===== src/logic/rvc_settings.svh =====
// Fetch front end constants for reset PC, base opcodes, registers and fixed words
`ifndef RVC_SETTINGS_SVH
`define RVC_SETTINGS_SVH

// ==============================
// Fetch start
// ==============================
`define RVC_RESET_PC 32'h0000_1000

// Fixed instruction words
`define RVC_NOP      32'h0000_0013 // ADDI x0, x0, 0
`define RVC_EBREAK   32'h0010_0073

// ==============================
// RV32I base opcodes
// ==============================
`define RVC_OP_IMM   7'b0010011
`define RVC_OP       7'b0110011
`define RVC_LOAD     7'b0000011
`define RVC_STORE    7'b0100011
`define RVC_LUI      7'b0110111
`define RVC_JAL      7'b1101111
`define RVC_JALR     7'b1100111
`define RVC_BRANCH   7'b1100011

// Implicit registers of the compressed forms
`define RVC_REG_SP   5'd2
`define RVC_REG_RA   5'd1

`endif


===== src/logic/rvc_pkg.sv =====
// Compressed instruction format views and the parcel union shared by fetch and expansion
package rvc_pkg;

    // ==============================
    // One struct per RVC format
    // ==============================
    typedef struct packed {
        logic [3:0] funct4;
        logic [4:0] rd_rs1;
        logic [4:0] rs2;
        logic [1:0] op;
    } rvc_cr_t;

    typedef struct packed {
        logic [2:0] funct3;
        logic       imm_hi;    // Bit 12, sign of the immediate
        logic [4:0] rd_rs1;
        logic [4:0] imm_lo;    // Bits 6..2
        logic [1:0] op;
    } rvc_ci_t;

    typedef struct packed {
        logic [2:0] funct3;
        logic [5:0] imm;       // Bits 12..7
        logic [4:0] rs2;
        logic [1:0] op;
    } rvc_css_t;

    typedef struct packed {
        logic [2:0] funct3;
        logic [7:0] imm;       // Bits 12..5, scrambled nzuimm
        logic [2:0] rd_p;
        logic [1:0] op;
    } rvc_ciw_t;

    typedef struct packed {
        logic [2:0] funct3;
        logic [2:0] imm_hi;
        logic [2:0] rs1_p;
        logic [1:0] imm_lo;
        logic [2:0] rd_p;
        logic [1:0] op;
    } rvc_cl_t;

    // Same layout as CL, the low register is a source
    typedef struct packed {
        logic [2:0] funct3;
        logic [2:0] imm_hi;
        logic [2:0] rs1_p;
        logic [1:0] imm_lo;    // Also funct2 of the ALU group
        logic [2:0] rs2_p;
        logic [1:0] op;
    } rvc_cs_t;

    typedef struct packed {
        logic [2:0] funct3;
        logic [2:0] off_hi;    // Low two bits double as funct2
        logic [2:0] rs1_p;
        logic [4:0] off_lo;
        logic [1:0] op;
    } rvc_cb_t;

    typedef struct packed {
        logic [2:0]  funct3;
        logic [10:0] target;
        logic [1:0]  op;
    } rvc_cj_t;

    // The same 16 bits read through every format
    typedef union packed {
        rvc_cr_t     cr;
        rvc_ci_t     ci;
        rvc_css_t    css;
        rvc_ciw_t    ciw;
        rvc_cl_t     cl;
        rvc_cs_t     cs;
        rvc_cb_t     cb;
        rvc_cj_t     cj;
        logic [15:0] raw;
    } rvc_parcel_t;

endpackage


===== src/logic/rvc_expander.sv =====
// RV32C expander mapping one compressed parcel onto its RV32I word, flags reserved codes
`timescale 1ns/1ps
`include "rvc_settings.svh"

module rvc_expander
    import rvc_pkg::*;
(
    input  rvc_parcel_t parcel,
    input  logic        compressed,
    input  logic [31:0] word_in,
    output logic [31:0] expanded,
    output logic        illegal
);

    // ==============================
    // Register fields
    // ==============================
    logic [4:0]  rd_rs1;
    logic [4:0]  rs2;
    logic [4:0]  rd_p;
    logic [4:0]  rs1_p;
    logic [4:0]  rs2_p;
    logic [2:0]  alu_f3;

    // Immediates, already in RV32I bit order
    logic [11:0] ci_imm;
    logic [11:0] ciw_imm;
    logic [11:0] ls_imm;       // CL and CS share it
    logic [11:0] sp_imm;       // ADDI16SP
    logic [11:0] lwsp_imm;
    logic [11:0] swsp_imm;
    logic [19:0] u_imm;
    logic [12:0] b_imm;
    logic [20:0] j_imm;

    assign rd_rs1 = parcel.ci.rd_rs1;
    assign rs2    = parcel.cr.rs2;
    assign rd_p   = {2'b01, parcel.cl.rd_p};   // x8..x15
    assign rs1_p  = {2'b01, parcel.cl.rs1_p};
    assign rs2_p  = {2'b01, parcel.cs.rs2_p};

    assign ci_imm  = {{6{parcel.ci.imm_hi}}, parcel.ci.imm_hi, parcel.ci.imm_lo};
    assign ciw_imm = {2'b00, parcel.ciw.imm[5:2], parcel.ciw.imm[7:6],
                      parcel.ciw.imm[0], parcel.ciw.imm[1], 2'b00};
    assign ls_imm  = {5'b0, parcel.cl.imm_lo[0], parcel.cl.imm_hi, parcel.cl.imm_lo[1], 2'b00};
    assign sp_imm  = {{2{parcel.ci.imm_hi}}, parcel.ci.imm_hi, parcel.ci.imm_lo[2:1],
                      parcel.ci.imm_lo[3], parcel.ci.imm_lo[0], parcel.ci.imm_lo[4], 4'b0000};
    assign lwsp_imm = {4'b0, parcel.ci.imm_lo[1:0], parcel.ci.imm_hi,
                       parcel.ci.imm_lo[4:2], 2'b00};
    assign swsp_imm = {4'b0, parcel.css.imm[1:0], parcel.css.imm[5:2], 2'b00};
    assign u_imm   = {{14{parcel.ci.imm_hi}}, parcel.ci.imm_hi, parcel.ci.imm_lo};
    assign b_imm   = {{4{parcel.cb.off_hi[2]}}, parcel.cb.off_hi[2], parcel.cb.off_lo[4:3],
                      parcel.cb.off_lo[0], parcel.cb.off_hi[1:0], parcel.cb.off_lo[2:1], 1'b0};
    assign j_imm   = {{9{parcel.cj.target[10]}}, parcel.cj.target[10], parcel.cj.target[6],
                      parcel.cj.target[8:7], parcel.cj.target[4], parcel.cj.target[5],
                      parcel.cj.target[0], parcel.cj.target[9], parcel.cj.target[3:1], 1'b0};

    // SUB, XOR, OR, AND
    always_comb begin
        case (parcel.cs.imm_lo)
            2'b00:   alu_f3 = 3'b000;
            2'b01:   alu_f3 = 3'b100;
            2'b10:   alu_f3 = 3'b110;
            default: alu_f3 = 3'b111;
        endcase
    end

    // ==============================
    // Decode by quadrant and funct3
    // ==============================
    always_comb begin
        expanded = word_in;    // 32-bit words pass through
        illegal  = 1'b0;
        if (compressed) begin
            expanded = `RVC_NOP;
            case ({parcel.cr.op, parcel.ci.funct3})
                5'b00_000: begin   // C.ADDI4SPN
                    illegal  = (parcel.ciw.imm == 8'd0);
                    expanded = {ciw_imm, `RVC_REG_SP, 3'b000, rd_p, `RVC_OP_IMM};
                end
                5'b00_010: expanded = {ls_imm, rs1_p, 3'b010, rd_p, `RVC_LOAD};
                5'b00_110: expanded = {ls_imm[11:5], rs2_p, rs1_p, 3'b010, ls_imm[4:0], `RVC_STORE};
                // C.ADDI, C.NOP is the all-zero case
                5'b01_000: expanded = {ci_imm, rd_rs1, 3'b000, rd_rs1, `RVC_OP_IMM};
                5'b01_001: expanded = {j_imm[20], j_imm[10:1], j_imm[11], j_imm[19:12],
                                       `RVC_REG_RA, `RVC_JAL};
                5'b01_010: expanded = {ci_imm, 5'd0, 3'b000, rd_rs1, `RVC_OP_IMM};
                5'b01_011: begin
                    illegal = ({parcel.ci.imm_hi, parcel.ci.imm_lo} == 6'd0);
                    if (rd_rs1 == `RVC_REG_SP) begin
                        expanded = {sp_imm, `RVC_REG_SP, 3'b000, `RVC_REG_SP, `RVC_OP_IMM};
                    end else begin
                        expanded = {u_imm, rd_rs1, `RVC_LUI};
                    end
                end
                5'b01_100: begin
                    case (parcel.cb.off_hi[1:0])
                        2'b00: begin   // C.SRLI, shamt[5] reserved on RV32
                            illegal  = parcel.ci.imm_hi;
                            expanded = {7'b0, parcel.ci.imm_lo, rs1_p, 3'b101, rs1_p, `RVC_OP_IMM};
                        end
                        2'b01: begin   // C.SRAI
                            illegal  = parcel.ci.imm_hi;
                            expanded = {7'b0100000, parcel.ci.imm_lo, rs1_p, 3'b101, rs1_p,
                                        `RVC_OP_IMM};
                        end
                        2'b10: expanded = {ci_imm, rs1_p, 3'b111, rs1_p, `RVC_OP_IMM};
                        default: begin
                            illegal  = parcel.ci.imm_hi;   // SUBW and ADDW are RV64 only
                            expanded = {(parcel.cs.imm_lo == 2'b00) ? 7'b0100000 : 7'b0,
                                        rs2_p, rs1_p, alu_f3, rs1_p, `RVC_OP};
                        end
                    endcase
                end
                5'b01_101: expanded = {j_imm[20], j_imm[10:1], j_imm[11], j_imm[19:12],
                                       5'd0, `RVC_JAL};
                5'b01_110,
                5'b01_111: expanded = {b_imm[12], b_imm[10:5], 5'd0, rs1_p,
                                       {2'b00, parcel.ci.funct3[0]}, b_imm[4:1], b_imm[11],
                                       `RVC_BRANCH};
                5'b10_000: begin   // C.SLLI
                    illegal  = parcel.ci.imm_hi;
                    expanded = {7'b0, parcel.ci.imm_lo, rd_rs1, 3'b001, rd_rs1, `RVC_OP_IMM};
                end
                5'b10_010: begin   // C.LWSP needs a real destination
                    illegal  = (rd_rs1 == 5'd0);
                    expanded = {lwsp_imm, `RVC_REG_SP, 3'b010, rd_rs1, `RVC_LOAD};
                end
                5'b10_100: begin
                    if (!parcel.cr.funct4[0]) begin
                        if (rs2 == 5'd0) begin   // C.JR
                            illegal  = (rd_rs1 == 5'd0);
                            expanded = {12'b0, rd_rs1, 3'b000, 5'd0, `RVC_JALR};
                        end else begin           // C.MV
                            expanded = {7'b0, rs2, 5'd0, 3'b000, rd_rs1, `RVC_OP};
                        end
                    end else if (rs2 == 5'd0 && rd_rs1 == 5'd0) begin
                        expanded = `RVC_EBREAK;
                    end else if (rs2 == 5'd0) begin   // C.JALR
                        expanded = {12'b0, rd_rs1, 3'b000, `RVC_REG_RA, `RVC_JALR};
                    end else begin                    // C.ADD
                        expanded = {7'b0, rs2, rd_rs1, 3'b000, rd_rs1, `RVC_OP};
                    end
                end
                5'b10_110: expanded = {swsp_imm[11:5], rs2, `RVC_REG_SP, 3'b010,
                                       swsp_imm[4:0], `RVC_STORE};
                default:   illegal = 1'b1;   // FP forms and reserved slots
            endcase
            if (illegal) begin
                expanded = `RVC_NOP;
            end
        end
    end

endmodule


===== src/logic/parcel_aligner.sv =====
// Fetch stage that reads memory words and lines up 16-bit parcels into raw instructions
`timescale 1ns/1ps
`include "rvc_settings.svh"

module parcel_aligner
    import rvc_pkg::*;
(
    input  logic        clk,
    input  logic        rst_n,
    output logic [31:0] mem_addr,
    output logic        mem_req,
    input  logic [31:0] mem_data,
    input  logic        mem_ready,
    output logic [31:0] raw_instr,
    output logic [31:0] raw_pc,
    output logic        raw_compressed,
    output logic        raw_valid
);

    rvc_parcel_t lower_p;
    rvc_parcel_t upper_p;
    rvc_parcel_t held_p;         // Spare parcel from the last word
    logic        held_valid;
    logic [31:0] fetch_addr;
    logic [31:0] pc;
    logic        lower_c;
    logic        held_c;
    logic        emit_c;         // Instruction going out is 16 bits
    logic        consume;        // Memory word used up this cycle
    logic [31:0] emit_word;

    assign lower_p.raw = mem_data[15:0];
    assign upper_p.raw = mem_data[31:16];

    assign lower_c = (lower_p.raw[1:0] != 2'b11);
    assign held_c  = (held_p.raw[1:0] != 2'b11);
    assign emit_c  = held_valid ? held_c : lower_c;
    assign consume = !(held_valid && held_c);   // A held RVC parcel leaves the word alone

    assign mem_addr = fetch_addr;
    assign mem_req  = rst_n;

    // ==============================
    // Alignment cases
    // ==============================
    always_comb begin
        if (!held_valid) begin
            emit_word = lower_c ? {16'h0000, lower_p.raw} : mem_data;
        end else if (held_c) begin
            emit_word = {16'h0000, held_p.raw};
        end else begin
            emit_word = {lower_p.raw, held_p.raw};   // Straddles the word boundary
        end
    end

    always_ff @(posedge clk or negedge rst_n) begin
        if (!rst_n) begin
            fetch_addr     <= `RVC_RESET_PC;
            pc             <= `RVC_RESET_PC;
            held_valid     <= 1'b0;
            raw_compressed <= 1'b0;
            raw_valid      <= 1'b0;
        end else begin
            raw_valid <= mem_ready;
            if (mem_ready) begin
                raw_compressed <= emit_c;
                pc             <= pc + (emit_c ? 32'd2 : 32'd4);
                held_valid     <= held_valid ? !held_c : lower_c;
                if (consume) begin
                    fetch_addr <= fetch_addr + 32'd4;
                end
            end
        end
    end

    // Payload follows the strobe
    always_ff @(posedge clk) begin
        if (mem_ready) begin
            raw_instr <= emit_word;
            raw_pc    <= pc;
            if (consume) begin
                held_p <= upper_p;
            end
        end
    end

endmodule


===== src/logic/expand_stage.sv =====
// Second pipeline stage that expands each aligned instruction and registers the result
`timescale 1ns/1ps
`include "rvc_settings.svh"

module expand_stage
    import rvc_pkg::*;
(
    input  logic        clk,
    input  logic        rst_n,
    input  logic [31:0] raw_instr,
    input  logic [31:0] raw_pc,
    input  logic        raw_compressed,
    input  logic        raw_valid,
    output logic [31:0] instr,
    output logic [31:0] instr_pc,
    output logic        instr_valid,
    output logic        instr_compressed,
    output logic        instr_illegal
);

    rvc_parcel_t parcel;
    logic [31:0] expanded;
    logic        illegal;

    assign parcel.raw = raw_instr[15:0];   // RVC parcel sits low

    rvc_expander u_expander (
        .parcel     (parcel),
        .compressed (raw_compressed),
        .word_in    (raw_instr),
        .expanded   (expanded),
        .illegal    (illegal)
    );

    always_ff @(posedge clk or negedge rst_n) begin
        if (!rst_n) begin
            instr            <= `RVC_NOP;
            instr_valid      <= 1'b0;
            instr_compressed <= 1'b0;
            instr_illegal    <= 1'b0;
        end else begin
            instr_valid <= raw_valid;   // Drops on idle cycles
            if (raw_valid) begin
                instr            <= expanded;
                instr_compressed <= raw_compressed;
                instr_illegal    <= illegal;
            end
        end
    end

    always_ff @(posedge clk) begin
        if (raw_valid) begin
            instr_pc <= raw_pc;
        end
    end

endmodule


===== src/logic/rvc_fetch_top.sv =====
// Fetch front end top joining the parcel aligner and the expansion stage
`timescale 1ns/1ps

module rvc_fetch_top (
    input  logic        clk,
    input  logic        rst_n,
    output logic [31:0] mem_addr,
    output logic        mem_req,
    input  logic [31:0] mem_data,
    input  logic        mem_ready,
    output logic [31:0] instr,
    output logic [31:0] instr_pc,
    output logic        instr_valid,
    output logic        instr_compressed,
    output logic        instr_illegal
);

    // Aligner to expander
    logic [31:0] raw_instr;
    logic [31:0] raw_pc;
    logic        raw_compressed;
    logic        raw_valid;

    parcel_aligner u_aligner (
        .clk            (clk),
        .rst_n          (rst_n),
        .mem_addr       (mem_addr),
        .mem_req        (mem_req),
        .mem_data       (mem_data),
        .mem_ready      (mem_ready),
        .raw_instr      (raw_instr),
        .raw_pc         (raw_pc),
        .raw_compressed (raw_compressed),
        .raw_valid      (raw_valid)
    );

    expand_stage u_expand (
        .clk              (clk),
        .rst_n            (rst_n),
        .raw_instr        (raw_instr),
        .raw_pc           (raw_pc),
        .raw_compressed   (raw_compressed),
        .raw_valid        (raw_valid),
        .instr            (instr),
        .instr_pc         (instr_pc),
        .instr_valid      (instr_valid),
        .instr_compressed (instr_compressed),
        .instr_illegal    (instr_illegal)
    );

endmodule


===== config.mk =====
export PLATFORM = sky130hd
export DESIGN_NAME = rvc_fetch_top
export DESIGN_NICKNAME = d
export VERILOG_FILES = /design/src/logic/rvc_pkg.sv /design/src/logic/rvc_expander.sv /design/src/logic/parcel_aligner.sv /design/src/logic/expand_stage.sv /design/src/logic/rvc_fetch_top.sv
export VERILOG_INCLUDE_DIRS = /design/src /design/src/logic
export SDC_FILE = /design/constraint.sdc
export NUM_CORES = 1
export LEC_CHECK = 0
export BUFFER_PORTS_ARGS = -buffer_cell sky130_fd_sc_hd__buf_2
export CORE_MARGIN = 10
export CORE_UTILIZATION = 57
export DETAILED_ROUTE_END_ITERATION = 12
export GPL_ROUTABILITY_DRIVEN = 1
export PLACE_DENSITY = 0.8
export SETUP_SLACK_MARGIN = 0.2
export SKIP_CTS_REPAIR_TIMING = 1
export SYNTH_ARGS = -nofsm -noshare
export SYNTH_HDL_FRONTEND = slang
export SYNTH_SLANG_ARGS = --single-unit

===== constraint.sdc =====
create_clock -name clk -period 3.2 [get_ports clk]
set_clock_uncertainty 0.05 [all_clocks]
set_input_delay 0.32 -clock clk [delete_from_list [all_inputs] [get_ports clk]]
set_output_delay 0.32 -clock clk [all_outputs]
set_load 0.01 [all_outputs]

; ---- Word level (Yosys, flattened, before mapping)
; Index checks and enable logic that the tools add are counted.
[classes]
n_mux = 23
n_eq_ne = 21
n_reduce_logical = 13
n_bitwise = 1
addsub = 2
[op_table]
columns = cell, n
row1 = case mux 32 bit (14 select lines), 1
row2 = 2-to-1 mux 32 bit, 5
row3 = 2-to-1 mux 25 bit, 4
row4 = case mux 32 bit (3 select lines), 1
row5 = "equality test 5 x 4 -> 1 bit, second input constant", 8
row6 = "adder 32 x 3 -> 32 bit, second input constant", 1
row7 = adder 32 bit, 1
row8 = 2-to-1 mux 29 bit, 1
row9 = "equality test 5 bit, second input constant", 4
row10 = zero test 5 bit, 3
row11 = "equality test 5 x 2 -> 1 bit, second input constant", 2
row12 = case mux 3 bit (3 select lines), 1
row13 = OR reduction 9 bit, 1
row14 = zero test 8 bit, 1
row15 = 2-to-1 mux 1 bit, 7
row16 = case mux 1 bit (7 select lines), 1
row17 = zero test 6 bit, 1
row18 = 2-to-1 mux 6 bit, 1
row19 = "equality test 5 x 3 -> 1 bit, second input constant", 1
row20 = "equality test 2 x 1 -> 1 bit, second input constant", 2
row21 = "equality test 2 bit, second input constant", 2
row22 = zero test 2 bit, 2
row23 = "inequality test 2 bit, second input constant", 2
row24 = 2-to-1 mux 3 bit, 1
row25 = other kinds (5), 6
[word_totals]
in_bits = 35
ff_bits = 214

; ---- Logic depth before layout (Yosys ltp)
[depth]
ltp_word = 7
depth_mapped = 13
depth_no_buf = 11

; ---- Modules after synthesis
; From an unflattened synthesis, not the netlist that was laid out.
[unflattened]
cells_unflattened = 775
area_unflattened_um2 = 9950.8
[modules_own_cells]
columns = mod, seq_area_each_um2, area_each_um2, cells_per_inst, instances
row1 = parcel_aligner, 3976.3, 5820.6, 392, 1
row2 = expand_stage, 1840.5, 2407.3, 105, 1
row3 = rvc_expander, 0.0, 1722.9, 278, 1

; ---- Worst setup path after synthesis
; Ideal clock, no wire load.
[synth_timing]
path_type = register -> register
startpoint = reg u_aligner.held_valid
endpoint = reg u_aligner.pc[25]
setup_ns = 0.123
path_stages_with_launch = 14
required_ns = 3.027
arrival_ns = 2.752
path_slack_ns = 0.276
period_less_slack_ns = 2.924
n_path_buf = 2
path_cell_list = dfrtp_1 > clkbuf_1 > nor2b_1 > and2_1 > clkbuf_1 > nor2_1 > ha_1 > inv_1 > fa_1 > nor3_1 > nand2_1 > nor2_1 > nand4_1 > xnor2_1
[synth_between]
elab_chain_len = 3
[synth_lines]
columns = element, line
row1 = from (decl), parcel_aligner.sv:23  ; logic held_valid;
row2 = from (signal assigned), parcel_aligner.sv:68  ; held_valid <= held_valid ? !held_c : lower_c;
row3 = 2-to-1 mux 1 bit, parcel_aligner.sv:37  ; assign emit_c = held_valid ? held_c : lower_c;
row4 = named net u_aligner.emit_c, parcel_aligner.sv:28  ; logic emit_c;
row5 = 2-to-1 mux 3 bit, parcel_aligner.sv:67  ; pc <= pc + (emit_c ? 32'd2 : 32'd4);
row6 = adder 32 bit, parcel_aligner.sv:67
row7 = to (signal assigned), parcel_aligner.sv:59  ; pc <= `RVC_RESET_PC;
row8 = to (signal assigned), parcel_aligner.sv:67
row9 = to (decl), parcel_aligner.sv:25  ; logic [31:0] pc;
; The timed path passes the listed nets, and every way through them passes these cells.
; A chain may end at the register's enable or synchronous reset.

; ---- Final worst setup path
; Same ends and word-level chain as after synthesis.

==> flow_metrics.tcl <==
set metrics [dict create \
    routed_wl_um 26600 \
    synth_edf_count 110 \
    reg2reg_from "u_aligner.held_valid" \
    cp-endpoint "u_aligner.pc[25]" \
    synth_async_sr_flop_share_pct 47.4 \
    cts.sinks 209 \
    die_w_um 148 \
    setup_viol 0 \
    clk_latency_ps 490 \
    grt_pass1_vias 7194 \
    htree_levels 1 \
    rsz0062_at_grt "no" \
    regArea_mm2 0.00579 \
    grt_pass1_wl_um 41400 \
    clock_path_buffers 3 \
    final_common_cell "buf_2" \
    hold_class "in2reg" \
    cp.required_ps 3520 \
    via_per_inst 6.05 \
    clock.fmax_mhz 357 \
    drc_errors 0 \
    synth_top_area_cell "edfxtp_1" \
    ios 135 \
    antenna_found_initial 7 \
    wl_per_cell_um 22.5 \
    grt-ovfl-total 0 \
    coreArea_mm2 0.0159 \
    drv_slew 0 \
    min_period_over_period_pct 87.4 \
    max_slew.worst_pin.slew_ps 952 \
    area_delta_synth_final_pct 20.7 \
    synth_top_area_share_pct 35.5 \
    startpoint_type "flop" \
    p_leak_nw 4.68 \
    grt_max_degree 85 \
    drv_cap 0 \
    status "finished clean" \
    hold_viol_final 0 \
    ys_warn_count 0 \
    cts_buffers 21 \
    crit_path_end_kind "flop" \
    met3_length_um 2150 \
    drt_iter0_drc 761 \
    irDropWorstVdd_mv 0.571 \
    layout_common_cells "buf_2, edfxtp_1, dfrtp_1" \
    gp_congestion 0.997 \
    worstHoldPathCells 2 \
    postSynthCellCount 784 \
    start_util_pct 58.3 \
    min-delay-start "mem_data[8]" \
    syn-cell-area_mm2 0.00930 \
    clockRootBuffer "clkbuf_16" \
    setup_slack_ps 402 \
    multiInputGateArea_mm2 0.00327 \
    path_max_fanout 4 \
    fillers 1138 \
    slew_headroom_pct 36.5 \
    gr-usage-all-layers_pct 23.6 \
    dieHeight_um 148 \
    final.min_clock_period_ps 2800 \
    drt-met1-wl_um 10700 \
    path_class "reg2reg" \
    r2r_slack_ps 400 \
    dr_wl_met2_um 12700 \
    dr.pass1.iters 5 \
    cts_tree "built" \
    synth_area_per_cell_um2 11.9 \
    row_count 46 \
    dieArea_mm2 0.0218 \
    fin_nets 986 \
    ant_nets 0 \
    vias 7150 \
    hpwl_um 18300 \
    synth_flop_cell "edfxtp_1" \
    cp.arrival_ps 3110 \
    seq_area_frac_synth_pct 62.2 \
    power.density_mw_per_mm2 652 \
    layout-drive-gt1-share_pct 24.5 \
    synthTopCellsByArea "edfxtp_1, dfrtp_1, xnor2_1" \
    cts.reportedPaths.clkPinSlew_ps 60 \
    startpoint "u_aligner.held_valid" \
    setup_tns_ps 0 \
    port_buffers 131 \
    r2r-end "u_aligner.pc[25]" \
    ys_ff_latch 209 \
    synth_cell_types 74 \
    route.top_layer_used "met5" \
    r2r_cells 11 \
    place_ws_ps 130 \
]
-- sequential cells by signal, summed over array words and instances (netlist names) --
name and flops:
u_aligner.raw_instr 32, u_expand.instr 32, u_aligner.pc 31, u_aligner.raw_pc 31, u_expand.instr_pc 31, u_aligner.mem_addr 30
u_aligner.held_p 16, u_aligner.held_valid 1, u_aligner.raw_compressed 1, u_aligner.raw_valid 1, u_expand.instr_compressed 1, u_expand.instr_illegal 1
u_expand.instr_valid 1
-- worst max-delay path, stage by stage, from the launching register on --
cell and delay (ps):
dfrtp_1 370, nor2b_1 90, and2_1 190, nor2_1 290
ha_1 240, inv_1 50, fa_1 410, nor3_2 310
nand2_1 190, nor2_2 210, nand4_1 140, xnor2_1 140
-- logic make-up after synthesis --
family,Yosys count,share of synthesized area (%)
compound gates,169,12.2
flops,209,62.2
other cells,1,0.0403
xor+xnor,58,5.46
simple gates,262,14.3
mux,20,2.38
buf+inv,61,2.77
fa+ha+maj,4,0.619
-- per-stage QoR --
step / utilization (%) / power (mW) / instance area, um2 / hold slack, ps / cells
after floorplan: - / 4.19 / 9300 / -25.6 / 786
after global placement: 64.7 / 4.75 / 10300 / 238 / 1123
after detailed placement: 64.7 / 4.78 / 10300 / 237 / 1123
after CTS: 69.2 / 7.30 / 11000 / -279 / 1160
after global routing: 70.4 / 7.61 / 11200 / 102 / 1179
final: 70.4 / 7.31 / 11200 / 92.4 / 1182
-- cell type report --
type,count,area share (%)
antenna,5,0.111
multi-input combinational,516,29.1
clock buffer,25,4.82
tap,216,2.41
timing repair buffer,185,9.97
clock inverter,12,1.52
inverter,14,0.468
sequential,209,51.6
-- power breakdown --
group	switching, mW	total (mW)	internal [mW]
registers	0.251	3.43	3.18
clock network	1.00	2.54	1.53
logic	0.810	1.35	0.538
total	2.07	7.31	5.25
-- Yosys cell counts, drive strengths merged (12+ instances only) --
master and instances:
a31oi 18, dfrtp 94, nand4 20, a21oi 43, nand2 64, nor3 12
clkbuf 35, a22o 16, o21ai 24, buf 12, nor2 60, edfxtp 110
nor2b 14, xnor2 46, nand3 39, xor2 12, mux2 17, inv 12
-- layer usage --
metal / up-vias / GRT usage [%]
met5: - / 0
met4: 4 / 8.18
met3: 83 / 5.77
met2: 351 / 37.8
met1: 3508 / 30.8
li1: 3204 / -
-- how the worst min path moves through the flow --
| stage | end | slack (ps) |
|---|---|---|
| final | u_aligner.raw_instr[24] | 90 |
| after global placement | u_aligner.pc[10] | 240 |
| after detailed placement | u_aligner.pc[10] | 240 |
| after floorplan | u_aligner.held_valid | -30 |
| after global routing | u_aligner.raw_instr[27] | 100 |
| after CTS | u_aligner.pc[10] | -280 |
No activity file was read; power rests on OpenSTA's default activity.
